==> config.mk <==
export PLATFORM = sky130hd
export DESIGN_NAME = nes_bus_top
export DESIGN_NICKNAME = d
export VERILOG_FILES = /design/src/source/nes_bus_pkg.sv /design/src/source/bus_arbiter.sv /design/src/source/cpu_clock_gen.sv /design/src/source/dmc_dma.sv /design/src/source/nes_bus_top.sv /design/src/source/oam_dma.sv
export VERILOG_INCLUDE_DIRS = /design/src /design/src/include
export SDC_FILE = /design/constraint.sdc
export NUM_CORES = 1
export LEC_CHECK = 0
export BUFFER_PORTS_ARGS = -buffer_cell sky130_fd_sc_hd__buf_2
export CORE_MARGIN = 2
export CORE_UTILIZATION = 44
export DETAILED_ROUTE_END_ITERATION = 12
export GPL_ROUTABILITY_DRIVEN = 0
export PLACE_DENSITY = 0.77
export REMOVE_ABC_BUFFERS = 1
export SKIP_CTS_REPAIR_TIMING = 1
export SLEW_MARGIN = 10
export SYNTH_ARGS = -nofsm -noshare
export SYNTH_HDL_FRONTEND = slang
export SYNTH_SLANG_ARGS = --single-unit
==> constraint.sdc <==
create_clock -name clk -period 2.6 [get_ports clk]
set_clock_uncertainty 0.15 [all_clocks]
set_input_delay 0.26 -clock clk [delete_from_list [all_inputs] [get_ports clk]]
set_output_delay 0.26 -clock clk [all_outputs]
set_load 0.05 [all_outputs]
==> src/include/nes_bus_defines.svh <==
// Register map and timing constants for the CPU-side console bus
// Include wherever a block decodes bus addresses or counts master clocks
`ifndef NES_BUS_DEFINES_SVH
`define NES_BUS_DEFINES_SVH

// Master clocks per CPU cycle
`define NES_CPU_DIV 12

// Sprite DMA trigger, write the source page here
`define NES_OAM_DMA_REG 16'h4014
// Sprite data port that DMA writes land on
`define NES_OAM_DATA_REG 16'h2004

`define NES_JOY1_REG 16'h4016 // Joypad 1, strobe on write
`define NES_JOY2_REG 16'h4017 // Joypad 2

// I/O register window, upper bound is exclusive
`define NES_APU_BASE 16'h4000
`define NES_APU_END 16'h4018

`endif

==> src/source/nes_bus_pkg.sv <==
// Shared types for the CPU-side bus
// Modules refer to these by scoped name
package nes_bus_pkg;

	// One byte on the data bus
	typedef logic [7:0] byte_t;

	// Bus address, seen whole by the decoder and as page:offset by sprite DMA
	typedef union packed {
		logic [15:0] full;
		struct packed {
			byte_t page;   // High byte
			byte_t offset; // Low byte, walks 00..FF during DMA
		} part;
	} bus_addr_u;

endpackage

==> src/source/bus_arbiter.sv <==
// Shared CPU bus arbiter and register decoder
// Picks the bus owner, stalls the CPU during DMA, decodes the sprite DMA
// and joypad registers, and builds the read data with open-bus bits
`include "nes_bus_defines.svh"

module bus_arbiter (
	input  logic                   clk,
	input  logic                   reset,
	input  logic                   dmc_ack,
	input  logic                   dmc_req,
	input  logic                   oam_hold,
	input  logic                   oam_active,
	input  logic                   oam_write,
	input  logic                   cpu_rnw,
	input  logic                   mic,
	input  nes_bus_pkg::bus_addr_u cpu_addr,
	input  nes_bus_pkg::bus_addr_u dmc_addr,
	input  nes_bus_pkg::bus_addr_u oam_addr,
	input  nes_bus_pkg::byte_t     cpu_dout,
	input  nes_bus_pkg::byte_t     oam_wdata,
	input  nes_bus_pkg::byte_t     mem_din,
	input  logic [3:0]             joypad_data,
	output nes_bus_pkg::bus_addr_u bus_addr,
	output nes_bus_pkg::byte_t     bus_dout,
	output nes_bus_pkg::byte_t     bus_rdata,
	output logic                   bus_read,
	output logic                   bus_write,
	output logic                   cpu_pause,
	output logic                   oam_start,
	output logic                   joypad_strobe,
	output logic [1:0]             joypad_clock
);

	nes_bus_pkg::byte_t open_bus; // Last value seen on the data bus
	logic joy1_sel;
	logic joy2_sel;
	logic io_sel;

	// Owner select, DMC beats sprite DMA beats the CPU
	always_comb begin
		bus_addr  = cpu_addr;
		bus_dout  = cpu_dout;
		bus_read  = cpu_rnw;
		bus_write = !cpu_rnw;
		if (dmc_ack) begin
			bus_addr  = dmc_addr; // DMC only ever reads
			bus_read  = 1'b1;
			bus_write = 1'b0;
		end else if (oam_active) begin
			bus_addr  = oam_addr;
			bus_dout  = oam_wdata;
			bus_read  = !oam_write;
			bus_write = oam_write;
		end
	end

	// CPU sits still while sprite DMA holds it or a DMC fetch is pending
	assign cpu_pause = oam_hold || dmc_req;

	// Decode on the address actually driven on the bus
	assign joy1_sel = (bus_addr.full == `NES_JOY1_REG);
	assign joy2_sel = (bus_addr.full == `NES_JOY2_REG);
	assign io_sel   = (bus_addr.full >= `NES_APU_BASE) && (bus_addr.full < `NES_APU_END);

	assign oam_start     = bus_write && (bus_addr.full == `NES_OAM_DMA_REG);
	assign joypad_strobe = joy1_sel && bus_write && bus_dout[0];
	assign joypad_clock  = {joy2_sel && bus_read, joy1_sel && bus_read};

	// Read data, undriven joypad bits float to open bus
	always_comb begin
		if (reset)
			bus_rdata = 8'h00;
		else if (joy1_sel)
			bus_rdata = {open_bus[7:5], 2'b00, mic, 1'b0, joypad_data[0]};
		else if (joy2_sel)
			bus_rdata = {open_bus[7:5], joypad_data[3:2], 2'b00, joypad_data[1]};
		else if (io_sel)
			bus_rdata = open_bus; // Nothing else answers in the I/O window
		else
			bus_rdata = mem_din;
	end

	// Bus capacitance keeps the previous byte
	always_ff @(posedge clk) begin
		open_bus <= bus_rdata;
	end

endmodule

==> src/source/cpu_clock_gen.sv <==
// CPU clock enable and cycle phase from the master clock
// Every other block steps its state only when cpu_ce is high
`include "nes_bus_defines.svh"

module cpu_clock_gen (
	input  logic clk,
	input  logic reset,
	output logic cpu_ce,
	output logic odd_cycle
);

	localparam int div_w = $clog2(`NES_CPU_DIV);

	logic [div_w-1:0] div_cnt; // Master clocks into the current CPU cycle

	// Last master clock of the CPU cycle
	assign cpu_ce = (div_cnt == div_w'(`NES_CPU_DIV - 1));

	always_ff @(posedge clk) begin
		if (reset) begin
			div_cnt <= '0;
		end else if (cpu_ce) begin
			div_cnt <= '0; // Wrap, next cycle starts
		end else begin
			div_cnt <= div_cnt + 1'b1;
		end
	end

	// DMA reads land on even cycles and writes on odd ones
	always_ff @(posedge clk) begin
		if (reset)
			odd_cycle <= 1'b1; // First cycle out of reset counts as odd
		else if (cpu_ce)
			odd_cycle <= ~odd_cycle;
	end

endmodule

==> src/source/dmc_dma.sv <==
// DMC sample DMA, steals one even CPU cycle per request
// dmc_ack is the grant and also tells the sample logic its byte is on the bus
module dmc_dma (
	input  logic clk,
	input  logic reset,
	input  logic cpu_ce,
	input  logic odd_cycle,
	input  logic dmc_req,
	input  logic cpu_rnw,
	output logic dmc_ack
);

	logic dmc_active; // Request accepted, waiting for or in the grant cycle

	always_ff @(posedge clk) begin
		if (reset) begin
			dmc_active <= 1'b0;
		end else if (cpu_ce) begin
			if (!dmc_active) begin
				// Only start where the CPU is reading, on an even phase
				if (dmc_req && cpu_rnw && !odd_cycle)
					dmc_active <= 1'b1;
			end else if (!odd_cycle) begin
				dmc_active <= 1'b0; // Grant cycle just ended
			end
		end
	end

	// The odd cycle after the start is idle, the even one after it is granted
	assign dmc_ack = dmc_active && !odd_cycle;

endmodule

==> src/source/nes_bus_top.sv <==
// CPU-side bus of the console
// CPU core, memory and DMC sample logic sit outside and connect here
module nes_bus_top (
	input  logic               clk,
	input  logic               reset,
	input  logic               cpu_rnw,     // CPU read, low for write
	input  logic               dmc_req,     // Level from the DMC sample logic
	input  logic               mic,
	input  logic [15:0]        cpu_addr,
	input  logic [15:0]        dmc_addr,
	input  nes_bus_pkg::byte_t cpu_dout,
	input  nes_bus_pkg::byte_t mem_din,
	input  logic [3:0]         joypad_data,
	output logic               cpu_ce,      // Step enable for the CPU core
	output logic               cpu_pause,   // CPU ready, inverted
	output logic               dmc_ack,     // One cycle grant for the DMC fetch
	output logic               bus_read,
	output logic               bus_write,
	output logic               joypad_strobe,
	output logic [15:0]        bus_addr,
	output nes_bus_pkg::byte_t bus_dout,
	output nes_bus_pkg::byte_t cpu_din,     // Read data back to the CPU
	output logic [1:0]         joypad_clock
);

	logic                   odd_cycle;
	logic                   oam_start;
	logic                   oam_hold;
	logic                   oam_active;
	logic                   oam_write;
	nes_bus_pkg::bus_addr_u oam_addr;
	nes_bus_pkg::byte_t     oam_wdata;

	cpu_clock_gen u_clock (
		.clk       (clk),
		.reset     (reset),
		.cpu_ce    (cpu_ce),
		.odd_cycle (odd_cycle)
	);

	dmc_dma u_dmc (
		.clk       (clk),
		.reset     (reset),
		.cpu_ce    (cpu_ce),
		.odd_cycle (odd_cycle),
		.dmc_req   (dmc_req),
		.cpu_rnw   (cpu_rnw),
		.dmc_ack   (dmc_ack)
	);

	oam_dma u_oam (
		.clk        (clk),
		.reset      (reset),
		.cpu_ce     (cpu_ce),
		.odd_cycle  (odd_cycle),
		.oam_start  (oam_start),
		.cpu_rnw    (cpu_rnw),
		.dmc_ack    (dmc_ack),
		.cpu_dout   (cpu_dout),   // Page number from the trigger write
		.bus_rdata  (cpu_din),    // Source bytes come back on the read path
		.oam_hold   (oam_hold),
		.oam_active (oam_active),
		.oam_write  (oam_write),
		.oam_addr   (oam_addr),
		.oam_wdata  (oam_wdata)
	);

	bus_arbiter u_arbiter (
		.clk           (clk),
		.reset         (reset),
		.dmc_ack       (dmc_ack),
		.dmc_req       (dmc_req),
		.oam_hold      (oam_hold),
		.oam_active    (oam_active),
		.oam_write     (oam_write),
		.cpu_rnw       (cpu_rnw),
		.mic           (mic),
		.cpu_addr      (cpu_addr),
		.dmc_addr      (dmc_addr),
		.oam_addr      (oam_addr),
		.cpu_dout      (cpu_dout),
		.oam_wdata     (oam_wdata),
		.mem_din       (mem_din),
		.joypad_data   (joypad_data),
		.bus_addr      (bus_addr),
		.bus_dout      (bus_dout),
		.bus_rdata     (cpu_din),
		.bus_read      (bus_read),
		.bus_write     (bus_write),
		.cpu_pause     (cpu_pause),
		.oam_start     (oam_start),
		.joypad_strobe (joypad_strobe),
		.joypad_clock  (joypad_clock)
	);

endmodule

==> src/source/oam_dma.sv <==
// Sprite DMA engine, copies one 256-byte page into the sprite data port
// Started by oam_start, alternates even-cycle reads and odd-cycle writes
`include "nes_bus_defines.svh"

module oam_dma (
	input  logic                  clk,
	input  logic                  reset,
	input  logic                  cpu_ce,
	input  logic                  odd_cycle,
	input  logic                  oam_start,
	input  logic                  cpu_rnw,
	input  logic                  dmc_ack,
	input  nes_bus_pkg::byte_t    cpu_dout,
	input  nes_bus_pkg::byte_t    bus_rdata,
	output logic                  oam_hold,
	output logic                  oam_active,
	output logic                  oam_write,
	output nes_bus_pkg::bus_addr_u oam_addr,
	output nes_bus_pkg::byte_t    oam_wdata
);

	// Bit 0 means the CPU is held, bit 1 means the engine owns the bus
	localparam logic [1:0] st_idle   = 2'b00;
	localparam logic [1:0] st_hold   = 2'b01;
	localparam logic [1:0] st_active = 2'b11;

	logic [1:0]             state;
	nes_bus_pkg::bus_addr_u src_addr;  // Source page:offset
	nes_bus_pkg::byte_t     byte_latch; // Last byte read

	always_ff @(posedge clk) begin
		if (reset) begin
			state <= st_idle;
		end else if (cpu_ce) begin
			if (oam_start) begin
				state <= st_hold; // Wait for a CPU read on an odd cycle
			end else begin
				case (state)
					st_hold:
						if (cpu_rnw && odd_cycle)
							state <= st_active;
					st_active:
						if (!odd_cycle && dmc_ack)
							state <= st_hold; // DMC stole this read, redo it
						else if (odd_cycle && src_addr.part.offset == 8'hff)
							state <= st_idle; // Last write done
					default: state <= st_idle;
				endcase
			end
		end
	end

	// Address and data latches
	always_ff @(posedge clk) begin
		if (cpu_ce) begin
			if (oam_start) begin
				src_addr.part.page   <= cpu_dout;
				src_addr.part.offset <= 8'h00;
			end else if (oam_active && odd_cycle) begin
				src_addr.part.offset <= src_addr.part.offset + 8'd1; // After each write
			end
			if (oam_active)
				byte_latch <= bus_rdata;
		end
	end

	assign oam_hold   = state[0];
	assign oam_active = (state == st_active);
	assign oam_write  = oam_active && odd_cycle;
	assign oam_wdata  = byte_latch;

	// Read from the source on even cycles, write the sprite port on odd ones
	assign oam_addr = odd_cycle ? nes_bus_pkg::bus_addr_u'(`NES_OAM_DATA_REG) : src_addr;

endmodule

==> impl_metrics.py <==
metrics = {
    "route": {
        "drtPass1Iterations": 4,
        "post-route-drc-count": 0,
        "drt_iter0_markers": 145,
        "post_drt_wl_per_cell_um": 16.18,
        "vias": 2523,
        "viasPerCell": 5.461,
        "drt_wl_total_mm": 7.474,
        "postRouteAntennaNets": 0,
    },
    "floorplanning": {
        "die_area_um2": 6007,
        "core_area_um2": 5172,
        "fp-row-count": 26,
        "die_h_um": 77.51,
        "ioPinCount": 97,
        "start_util_pct": 45.96,
        "die_x_um": 77.51,
    },
    "final_layout": {
        "synthToLayoutAreaGrowth_pct": 48.16,
        "final_area_um2": 3522,
        "final_cell_mix": "85 x buf_2, 44 x buf_4, 24 x edfxtp_1",
        "final_nets": 450,
        "mostFrequentLayoutCell": "buf_2",
        "drive_gt1_share_pct": 48.47,
        "n_antenna_cell": 0,
        "fin_cells": 462,
    },
    "synthesis": {
        "synth.yosys.seq_area_share_pct": 43.79,
        "synth_cells": 251,
        "synth_ff_type": "edfxtp_1",
        "synth-seq-cells": 40,
        "synth_edf_count": 24,
        "syn_area_per_cell_um2": 9.471,
        "synth_area_um2": 2377,
        "async_reset_ff_share_pct": 0,
        "ys_warn_count": 0,
        "synth_cell_types": 54,
    },
    "setup_path": {
        "cp.required_ns": 2.19,
        "crit_type": "flip-flop to output pin",
        "end_kind": "output pin",
        "cp-start-kind": "flip-flop",
        "cp_max_fo": 4,
        "crit_arrival_ns": 2.58,
    },
    "place": {
        "dp.cells": 450,
        "place.port_buffers": 96,
        "place_area_um2": 3226,
        "dp_hpwl_mm": 5.642,
    },
    "clocking": {
        "clock_path_buffers": 2,
        "cts_root_buffer": "clkbuf_8",
        "htree_levels": 2,
        "cts_tree": "yes",
        "clock_latency_ns": 0.30,
        "clk_pin_slew_worst_paths_ns": 0.08,
        "numCtsBuffers": 5,
        "cts_num_sinks": 40,
    },
    "pwr": {
        "p_per_area_nw_per_um2": 394.7,
        "vdd_drop_max_uv": 276.4,
        "leakagePower_uw": 0.001536,
    },
    "grt": {
        "grt_pass1_vias": 2431,
        "grt_max_degree": 17,
        "overflow": 0,
        "grt_pass1_wl_mm": 11.72,
        "grt_antenna_before_repair": 0,
        "groute.usage.overall_pct": 24.52,
    },
    "hold_path": {
        "hp-class": "primary input to flip-flop",
    },
    "sta": {
        "fin_crit_ns": 2.986,
        "hold_viol_final": 0,
        "rsz0062_at_grt": "true",
        "setup_viol_count_final": 13,
        "maxSlewHeadroom_pct": 73.45,
        "holdWs_ns": 0.004704,
        "slew_violations": 0,
        "post-route-period-util_pct": 114.8,
        "worst_slack_ns": -0.3861,
        "worstMarginPinSlew_ns": 0.3956,
        "max_clock_freq_ghz": 0.3349,
    },
    "outcome": {
        "status": "finished, violations left",
        "failed_checks": "setup timing",
    },
    "flow_run": {
        "cap_violations": 0,
    },
}
## power breakdown
group	switching, uW	total (uW)	internal (uW)
clock network	221	408	187
registers	4.85	683	678
logic	186	299	113
## cell families after synthesis
family / share of synthesized area [%]
AO/OA/AOI/OAI: 16.26
XOR/XNOR: 2.947
adder cells (fa/ha/maj): 1.052
buffers and inverters: 4.158
flip-flops: 43.79
multiplexers: 8.105
AND/OR/NAND/NOR: 23.68
## cells in the mapped netlist, types with 2 or more instances
cell      count  share of area (%)
a211oi_1      2               0.63
a21bo_2       2               0.84
a21boi_0      3               0.95
a21o_1        2               0.63
a21oi_1      20                4.2
a22oi_1       5                1.6
a31o_2        2               0.74
a31oi_1       4                1.1
a32oi_1       2               0.74
and3_1        4                1.1
and4b_1       4                1.7
buf_1         2               0.32
buf_2         7                1.5
clkbuf_1      3               0.47
dfxtp_1      16                 13
edfxtp_1     24                 30
ha_1          2                1.1
inv_1         7                1.1
mux2_2       10                4.7
mux2i_1       8                3.4
nand2_1      21                3.3
nand2b_1      3               0.79
nand3_1       6                1.3
nand4_1       4                1.1
nand4b_1      2               0.74
nor2_1       26                4.1
nor2b_1       2               0.53
nor3_1        5                1.1
nor3b_1       9                2.8
nor4_1        2               0.53
o21ai_0      10                2.1
or2_2         2               0.53
or4_1         3               0.95
xnor2_1       4                1.5
xor2_1        4                1.5
## state kept, by name, summed over array words and instances, names as in the netlist
name	count
u_oam.src_addr	16
u_arbiter.open_bus	8
u_oam.oam_wdata	8
u_clock.div_cnt	4
u_oam.state	2
u_clock.odd_cycle	1
u_dmc.dmc_active	1
## final timing paths
check / cells after the start / start / endpoint / slack, ns
max: 7 / u_oam.src_addr[9] / cpu_din[2] / -0.39
min: 1 / cpu_dout[7] / u_oam.src_addr[15] / 0.005
max reg2reg: 9 / u_oam.src_addr[9] / u_oam.oam_wdata[4] / -0.05
min reg2reg: 1 / u_clock.div_cnt[0] / u_clock.div_cnt[0] / 0.32
## layer usage
| layer | share of wire [%] | up-vias | GRT usage, % |
|---|---|---|---|
| li1 | - | 1218 | - |
| met1 | 42 | 1177 | 30.76 |
| met2 | 48 | 109 | 42.35 |
| met3 | 7.2 | 19 | 5.465 |
| met4 | 1.9 | 0 | 6.964 |
| met5 | 0 | - | 0 |
## final cells by class
type                            count  area (um2)
Inverter                            7       26.28
Fill cell                         420        1650
Multi-Input combinational cell    190        1323
Clock inverter                      3       18.77
Sequential cell                    40        1045
Timing Repair Buffer              147       953.4
Tap cell                           70       87.58
Clock buffer                        5       68.82
## metrics by stage
stage          total power (uW)  worst slack, ns  utilization, %  setup TNS [ns]
2_1_floorplan             859.6           -2.178               -          -62.46
6_report                   1390          -0.3861           68.09          -3.732
5_1_grt                    1443          -0.4677           68.09          -4.888
4_1_cts                    1370          -0.6381           64.05          -5.718
3_3_place_gp              967.5          -0.1604           62.36          -1.092
3_5_place_dp              971.2          -0.3046           62.36          -1.832
## critical path, cell delays in order (launching register included)
cell and delay, ns:
edfxtp_1 0.39, or4_4 0.54, a221oi_2 0.26, a41o_2 0.29, and4_1 0.23, a22oi_1 0.10
a21boi_2 0.25, buf_6 0.20
Note: power is estimated with default switching activity, not from simulation.
